## src/vdp_pkg.sv

```systemverilog
package vdp_pkg;

  // -------------------------------------------------------------------
  // Raster geometry
  // -------------------------------------------------------------------

  // Width of the cx and cy output raster coordinates
  localparam int raster_w = 10;

  // Display line number and line-match register
  localparam int line_w = 8;

  // -------------------------------------------------------------------
  // Colour widths
  // -------------------------------------------------------------------

  // Internal channel as delivered by the pixel pipeline
  localparam int chan_w = 6;

  // Output channel towards the video DAC
  localparam int out_w = 8;

  // Border colour packed as green, red and blue from high to low
  localparam int border_w = 9;

  // -------------------------------------------------------------------
  // Field end lines counted in output (doubled) lines
  // -------------------------------------------------------------------

  // Progressive frames
  localparam logic [raster_w-1:0] ntsc_end_prog = 10'd524;
  localparam logic [raster_w-1:0] pal_end_prog = 10'd626;

  // Interlaced fields
  localparam logic [raster_w-1:0] ntsc_end_il = 10'd525;
  localparam logic [raster_w-1:0] pal_end_il = 10'd625;

endpackage

```

## src/vdp_frame_zone.sv

```systemverilog
`timescale 1ns/1ps

module vdp_frame_zone #(
  parameter int top_border_lines = 20
) (
  input  logic                         reset,
  input  logic                         clk21m,
  input  logic [vdp_pkg::raster_w-1:0] cx,
  input  logic [vdp_pkg::raster_w-1:0] cy,
  input  logic                         pal_mode,
  input  logic                         interlace_mode,
  output logic                         bwindow_y,
  output logic [vdp_pkg::line_w-1:0]   line_y,
  output logic                         line_start,
  output logic                         v_blank_start
);

  // Top border in output lines with two per display line
  localparam int open_line_i = 2 * top_border_lines;
  localparam logic [vdp_pkg::raster_w-1:0] open_line = open_line_i[vdp_pkg::raster_w-1:0];

  logic [vdp_pkg::raster_w-1:0] field_end;
  logic [vdp_pkg::raster_w-1:0] reopen_line;
  logic [vdp_pkg::raster_w-1:0] line_ofs;
  logic                         bwindow_prev;

  // Field end per video standard
  always_comb begin
    case ({pal_mode, interlace_mode})
      2'b00:   field_end = vdp_pkg::ntsc_end_prog;
      2'b01:   field_end = vdp_pkg::ntsc_end_il;
      2'b10:   field_end = vdp_pkg::pal_end_prog;
      default: field_end = vdp_pkg::pal_end_il;
    endcase
  end

  // Odd field starts half a line late, so interlace opens one line later
  assign reopen_line = field_end + open_line
                     + {{(vdp_pkg::raster_w-1){1'b0}}, interlace_mode};

  assign line_ofs = cy - open_line;

  // -------------------------------------------------------------------
  // Vertical border window
  // -------------------------------------------------------------------
  always_ff @(posedge reset, posedge clk21m) begin
    if (clk21m) begin
      bwindow_y <= 1'b0;
    end else begin
      if (cy == open_line || cy == reopen_line) begin
        bwindow_y <= 1'b1;
      end else if (cy == '0 || cy == field_end) begin
        bwindow_y <= 1'b0;
      end
    end
  end

  // Line number, line start and blanking pulse
  always_ff @(posedge reset, posedge clk21m) begin
    if (clk21m) begin
      line_y        <= '0;
      line_start    <= 1'b0;
      bwindow_prev  <= 1'b0;
      v_blank_start <= 1'b0;
    end else begin
      line_y        <= line_ofs[vdp_pkg::line_w:1];
      line_start    <= (cx == '0) && !cy[0];
      bwindow_prev  <= bwindow_y;
      // Falling edge of the window seen one cycle late
      v_blank_start <= bwindow_prev && !bwindow_y;
    end
  end

  a_vblank_single : assert property (
    @(posedge reset) disable iff (clk21m)
    v_blank_start |=> !v_blank_start
  );

endmodule

```

## src/vdp_interrupt.sv

```systemverilog
`timescale 1ns/1ps

module vdp_interrupt (
  input  logic                       reset,
  input  logic                       clk21m,
  input  logic                       bwindow_y,
  input  logic [vdp_pkg::line_w-1:0] line_y,
  input  logic                       line_start,
  input  logic                       v_blank_start,
  input  logic                       vsync_int_en,
  input  logic                       hsync_int_en,
  input  logic [vdp_pkg::line_w-1:0] hsync_int_line,
  input  logic                       clr_vsync_int,
  input  logic                       clr_hsync_int,
  output logic                       int_n
);

  logic vsync_req;
  logic hsync_req;
  logic hsync_hit;
  logic pending;

  // Line match only counts inside the frame zone
  assign hsync_hit = line_start && bwindow_y && (line_y == hsync_int_line);

  assign pending = (vsync_req && vsync_int_en) || (hsync_req && hsync_int_en);

  // -------------------------------------------------------------------
  // Request flags where set wins over clear
  // -------------------------------------------------------------------
  always_ff @(posedge reset, posedge clk21m) begin
    if (clk21m) begin
      vsync_req <= 1'b0;
      hsync_req <= 1'b0;
    end else begin
      if (v_blank_start) begin
        vsync_req <= 1'b1;
      end else if (clr_vsync_int) begin
        vsync_req <= 1'b0;
      end

      if (hsync_hit) begin
        hsync_req <= 1'b1;
      end else if (clr_hsync_int) begin
        hsync_req <= 1'b0;
      end
    end
  end

  // Combined active-low output
  always_ff @(posedge reset, posedge clk21m) begin
    if (clk21m) begin
      int_n <= 1'b1;
    end else begin
      int_n <= !pending;
    end
  end

  a_int_has_source : assert property (
    @(posedge reset) disable iff (clk21m)
    !int_n |-> $past(pending)
  );

endmodule

```

## src/vdp_video_out.sv

```systemverilog
`timescale 1ns/1ps

module vdp_video_out (
  input  logic                         reset,
  input  logic                         clk21m,
  input  logic                         bwindow_y,
  input  logic [vdp_pkg::raster_w-1:0] cy,
  input  logic                         scanlin,
  input  logic [vdp_pkg::border_w-1:0] border_col,
  input  logic [vdp_pkg::chan_w-1:0]   pix_r,
  input  logic [vdp_pkg::chan_w-1:0]   pix_g,
  input  logic [vdp_pkg::chan_w-1:0]   pix_b,
  output logic [vdp_pkg::out_w-1:0]    red,
  output logic [vdp_pkg::out_w-1:0]    green,
  output logic [vdp_pkg::out_w-1:0]    blue
);

  logic [vdp_pkg::chan_w-1:0] pix_r_q;
  logic [vdp_pkg::chan_w-1:0] pix_g_q;
  logic [vdp_pkg::chan_w-1:0] pix_b_q;
  logic                       odd_q;
  logic                       scan_q;
  logic [vdp_pkg::chan_w-1:0] sel_r;
  logic [vdp_pkg::chan_w-1:0] sel_g;
  logic [vdp_pkg::chan_w-1:0] sel_b;
  logic                       dark;

  // 6 to 8 bit expansion with halved brightness on darkened lines
  function automatic logic [vdp_pkg::out_w-1:0] expand(
    input logic [vdp_pkg::chan_w-1:0] val,
    input logic                       dim
  );
    if (dim) begin
      return {1'b0, val, 1'b0};
    end
    return {val, 2'b00};
  endfunction

  // -------------------------------------------------------------------
  // Stage one lines up with the frame zone
  // -------------------------------------------------------------------
  always_ff @(posedge reset) begin
    pix_r_q <= pix_r;
    pix_g_q <= pix_g;
    pix_b_q <= pix_b;
  end

  always_ff @(posedge reset, posedge clk21m) begin
    if (clk21m) begin
      odd_q  <= 1'b0;
      scan_q <= 1'b0;
    end else begin
      odd_q  <= cy[0];
      scan_q <= scanlin;
    end
  end

  // Border fields doubled from 3 to 6 bits
  always_comb begin
    if (bwindow_y) begin
      sel_r = pix_r_q;
      sel_g = pix_g_q;
      sel_b = pix_b_q;
    end else begin
      sel_g = {border_col[8:6], border_col[8:6]};
      sel_r = {border_col[5:3], border_col[5:3]};
      sel_b = {border_col[2:0], border_col[2:0]};
    end
  end

  assign dark = scan_q && odd_q;

  // Stage two output registers
  always_ff @(posedge reset, posedge clk21m) begin
    if (clk21m) begin
      red   <= '0;
      green <= '0;
      blue  <= '0;
    end else begin
      red   <= expand(sel_r, dark);
      green <= expand(sel_g, dark);
      blue  <= expand(sel_b, dark);
    end
  end

endmodule

```

## src/vdp_display.sv

```systemverilog
`timescale 1ns/1ps

module vdp_display #(
  parameter int top_border_lines = 20
) (
  input  logic                         reset,
  input  logic                         clk21m,
  input  logic [vdp_pkg::raster_w-1:0] cx,
  input  logic [vdp_pkg::raster_w-1:0] cy,
  input  logic                         pal_mode,
  input  logic                         interlace_mode,
  input  logic                         scanlin,
  input  logic                         vsync_int_en,
  input  logic                         hsync_int_en,
  input  logic [vdp_pkg::line_w-1:0]   hsync_int_line,
  input  logic [vdp_pkg::border_w-1:0] border_col,
  input  logic [vdp_pkg::chan_w-1:0]   pix_r,
  input  logic [vdp_pkg::chan_w-1:0]   pix_g,
  input  logic [vdp_pkg::chan_w-1:0]   pix_b,
  input  logic                         clr_vsync_int,
  input  logic                         clr_hsync_int,
  output logic                         int_n,
  output logic [vdp_pkg::out_w-1:0]    red,
  output logic [vdp_pkg::out_w-1:0]    green,
  output logic [vdp_pkg::out_w-1:0]    blue
);

  logic                       bwindow_y;
  logic [vdp_pkg::line_w-1:0] line_y;
  logic                       line_start;
  logic                       v_blank_start;

  // -------------------------------------------------------------------
  // Frame zone, then interrupts and video output
  // -------------------------------------------------------------------
  vdp_frame_zone #(
    .top_border_lines(top_border_lines)
  ) i_frame_zone (
    .reset         (reset),
    .clk21m        (clk21m),
    .cx            (cx),
    .cy            (cy),
    .pal_mode      (pal_mode),
    .interlace_mode(interlace_mode),
    .bwindow_y     (bwindow_y),
    .line_y        (line_y),
    .line_start    (line_start),
    .v_blank_start (v_blank_start)
  );

  vdp_interrupt i_interrupt (
    .reset         (reset),
    .clk21m        (clk21m),
    .bwindow_y     (bwindow_y),
    .line_y        (line_y),
    .line_start    (line_start),
    .v_blank_start (v_blank_start),
    .vsync_int_en  (vsync_int_en),
    .hsync_int_en  (hsync_int_en),
    .hsync_int_line(hsync_int_line),
    .clr_vsync_int (clr_vsync_int),
    .clr_hsync_int (clr_hsync_int),
    .int_n         (int_n)
  );

  vdp_video_out i_video_out (
    .reset     (reset),
    .clk21m    (clk21m),
    .bwindow_y (bwindow_y),
    .cy        (cy),
    .scanlin   (scanlin),
    .border_col(border_col),
    .pix_r     (pix_r),
    .pix_g     (pix_g),
    .pix_b     (pix_b),
    .red       (red),
    .green     (green),
    .blue      (blue)
  );

endmodule

```

## config.mk

```make
export PLATFORM = sky130hd
export DESIGN_NAME = vdp_display
export DESIGN_NICKNAME = d
export VERILOG_FILES = /design/src/vdp_pkg.sv /design/src/vdp_frame_zone.sv /design/src/vdp_interrupt.sv /design/src/vdp_video_out.sv /design/src/vdp_display.sv
export SDC_FILE = /design/constraint.sdc
export NUM_CORES = 1
export LEC_CHECK = 0
export BUFFER_PORTS_ARGS = -buffer_cell sky130_fd_sc_hd__clkbuf_2
export CORE_UTILIZATION = 48
export DETAILED_ROUTE_END_ITERATION = 8
export GPL_TIMING_DRIVEN = 0
export MAX_ROUTING_LAYER = met4
export PLACE_DENSITY = 0.79
export SKIP_LAST_GASP = 1
export SYNTH_ARGS = -nofsm -noshare
export SYNTH_HDL_FRONTEND = slang
export SYNTH_SLANG_ARGS = --single-unit
```

## constraint.sdc

```tcl
create_clock -name reset -period 1.4 [get_ports reset]
set_input_delay 0 -clock reset [delete_from_list [all_inputs] [get_ports reset]]
set_output_delay 0 -clock reset [all_outputs]
set_load 0.01 [all_outputs]
```

==> run metrics <==
CP delay by family, top multiplexers; yosys warns 0; final setup TNS 0 ps; Worst Path Buf+Inv 2; drt pass-1 iters 4; routed wire length ~5.3 mm; die area 5120 µm²; Post-CTS Setup Inserts 0; nets@finish around 360; Sw Pwr slightly above 0.0008 W; clock root cell clkbuf_8; commonest non-fill, non-tap cell in the layout clkbuf_2; Starting Density about half; critical setup path kind flop to flop; worst-path cell chain buf_6 > buf_6 > mux4_2; Final Cycle Share 94.5%; mux contribution to synthesized area between 15 and 20%; H-tree depth 2; hold wc startpoint border_col[6]; # setup viols final 0; XOR/XNOR share of the synthesized area 7.17%; total track usage 23.4%; Rows 24; status complete, no violations; Sw Share around a quarter; most frequent cell on the critical path buf_6; post-synthesis sequential area ratio between 50% and 60%; synth unique cells 38; hpwl dp 3.59 mm; P&R area growth vs syn 42.1%; Synth area leaders dfrtp_1 (40%), dfxtp_1 (16%), mux4_2 (15%); combinational power share 18.9%; Static Leak 1.53 nW; Avg WL per Cell between 15 and 20 µm; minimum clock period 1320 ps; Die Span X 71.5 µm; placed inst area around 2800 µm²; DRT iter0 DRCs 78; fin. max-slew vios 0; antenna viol nets, final 0; CTS Buf Count 5; post-synthesis register bit count 56; Internal Power 0.00264 W; Post-Synthesis Cell Area ~2300 µm²; max incr delay on CP roughly 500 ps; CTS Buffer Depth 2; Mapped Cells between 150 and 200; core area between 4000 and 5000 µm²; I/O pin count slightly below 90; largest family of logic cells by synthesized area multiplexers; Vert. Die Dim a little over 70 µm; PwrDens between 1000 and 1500 nW/µm²; DRC viols 0; Sink Count 56; Hold EP i_video_out.green[1]; Rel. slew slack a little over half; sequential power share between 50% and 60%; share of cells above drive strength 1 roughly 41%; vias in the first global route about 1.9k; RSZ-0062 raised after global routing false; Slowest cell on crit path mux4_2; initial antenna violation count 0; design area approximately 3300 µm²; Hold Path Depth 3; Startpoint Class flop; Multi-input gate area ~890 µm²; Final Hold Fails 0; Yosys top cell area share 39.9%; Critical Path AT 1500 ps; Seq. cell area approximately 1300 µm²; Max Cap Viol 0; Clock Power Share between 20% and 30%; CP endpoint kind flop; simple-gate share of the synthesized area under 10%; Worst R2R Path Depth 3; worst slew pin tran between 700 and 800 ps; CP required 1580 ps; clock skew 5.99 ps; first-pass GRT wire length about 8.6 mm; leading cell types in the layout, fill and taps excluded clkbuf_2 (81), dfrtp_1 (37), dlygate4sd3_1 (36); f_max between 700 and 800 MHz; CTS tree yes; number of port buffers 81; clock slew at reported path FFs ~90 ps; RR Startpoint i_frame_zone.bwindow_y; min-delay worst type input pin to flop; adder-cell share of the synthesized area 1.62%; Syn Area/Cell 14.1 µm²; r2r setup slk between 70 and 80 ps; DR vias/cell between 5 and 6; VDD IR-drop max about 0.64 mV; # diodes 0; total gr overflow 0; worst-path maximum fanout 10; global placer's final weighted congestion about 0.81; R2R Path End i_video_out.blue[3]; Worst-Skew Late Latency between 300 and 400 ps; cell taking the most area after synthesis dfrtp_1; filler cell count about 310; largest net degree at the start of global routing 23; DR vias about 1.8k; Synth Area in Compound Gates roughly 4%
[metal layers]
layer  track usage, %  share of wire [%]
met1             24.7                 37
met2             44.1                 57
met3             3.66                4.0
met4             8.28                2.2
met5                -                  0
[power by group through the flow]
stage               combinational (W)  clock, W  sequential (W)
floorplan                    0.000313         0         0.00184
global placement             0.000550         0         0.00182
detailed placement           0.000577         0         0.00182
CTS                          0.000658   0.00103         0.00179
global route                 0.000715   0.00110         0.00180
finish                       0.000657   0.00102         0.00179
[state kept, by name, indices dropped and copies added, names as in the netlist]
signal,cells
i_video_out.odd_q,1
i_video_out.blue,7
i_interrupt.hsync_req,1
i_video_out.green,7
i_interrupt.vsync_req,1
i_frame_zone.line_start,1
i_frame_zone.bwindow_prev,1
i_interrupt.int_n,1
i_frame_zone.line_y,8
i_video_out.red,7
i_frame_zone.bwindow_y,1
i_video_out.pix_b_q,6
i_video_out.scan_q,1
i_frame_zone.v_blank_start,1
i_video_out.pix_g_q,6
i_video_out.pix_r_q,6
[through the flow]
stage | utilization, % | cells | hold slack (ps) | setup WS, ps | total power [W]
3_3_place_gp | 62.1 | 299 | 103 | 49.7 | 0.00237
2_1_floorplan | - | 166 | 27.7 | 167 | 0.00216
4_1_cts | 73.2 | 344 | 3.17 | 54.0 | 0.00348
3_5_place_dp | 62.7 | 300 | 104 | 14.4 | 0.00240
6_report | 73.2 | 344 | 1.34 | 77.2 | 0.00347
5_1_grt | 73.2 | 344 | 5.48 | 17.4 | 0.00362
[worst max-delay path by stage]
| stage | startpoint | depth (start not counted) | endpoint |
|---|---|---|---|
| after floorplan | i_frame_zone.bwindow_y | 3 | i_video_out.blue[2] |
| after global placement | i_video_out.scan_q | 3 | i_video_out.green[5] |
| after detailed placement | i_video_out.scan_q | 3 | i_video_out.blue[2] |
| after CTS | i_frame_zone.bwindow_y | 3 | i_video_out.blue[2] |
| after global routing | i_video_out.scan_q | 3 | i_video_out.blue[3] |
| final | i_frame_zone.bwindow_y | 3 | i_video_out.blue[3] |
[worst register-to-register path, stage by stage, from the launching register on]
cell	delay, ps
dfrtp_1	360
buf_6	150
buf_6	170
mux4_2	510
[cells in the mapped netlist, drive strengths merged]
library cell	number
a21o	1
a21oi	4
a21boi	1
inv	9
dfrtp	37
xor2	10
nand2	3
nor4	6
mux4	15
ha	3
nor2	4
xnor2	9
o22ai	1
dfxtp	18
dfstp	1
clkbuf	3
o21ai	2
conb	1
nor4b	2
nand3	3
a22oi	2
mux2i	6
nand4	3
o211ai	1
o41ai	1
nand4b	1
nor3b	2
nor2b	1
o221ai	1
and4b	1
buf	11
nand2b	1
[repair_timing]
| action | 4_1_cts | 5_1_grt |
|---|---|---|
| gates resized for setup | 1 | 0 |
| hold buffers | 36 | 0 |
| endpoints found under the setup margin | 1 | 0 |
| endpoints found under the hold margin | 48 | 0 |
[layout make-up]
| type | instances | share of cell area [%] |
|---|---|---|
| Sequential cell | 56 | 39.8 |
| Multi-Input combinational cell | 87 | 26.9 |
| Timing Repair Buffer | 118 | 24.1 |
| Buffer | 14 | 2.96 |
| Clock buffer | 6 | 2.20 |
| Tap cell | 52 | 1.97 |
| Clock inverter | 2 | 1.06 |
| Inverter | 9 | 1.03 |
[cells by family after synthesis]
kind of cell / Yosys count
simple gates: 27
fa+ha+maj: 3
buf+inv: 23
mux: 21
flops: 56
other cells: 1
xor+xnor: 19
compound gates: 14
No activity file was read; power rests on OpenSTA's default activity.
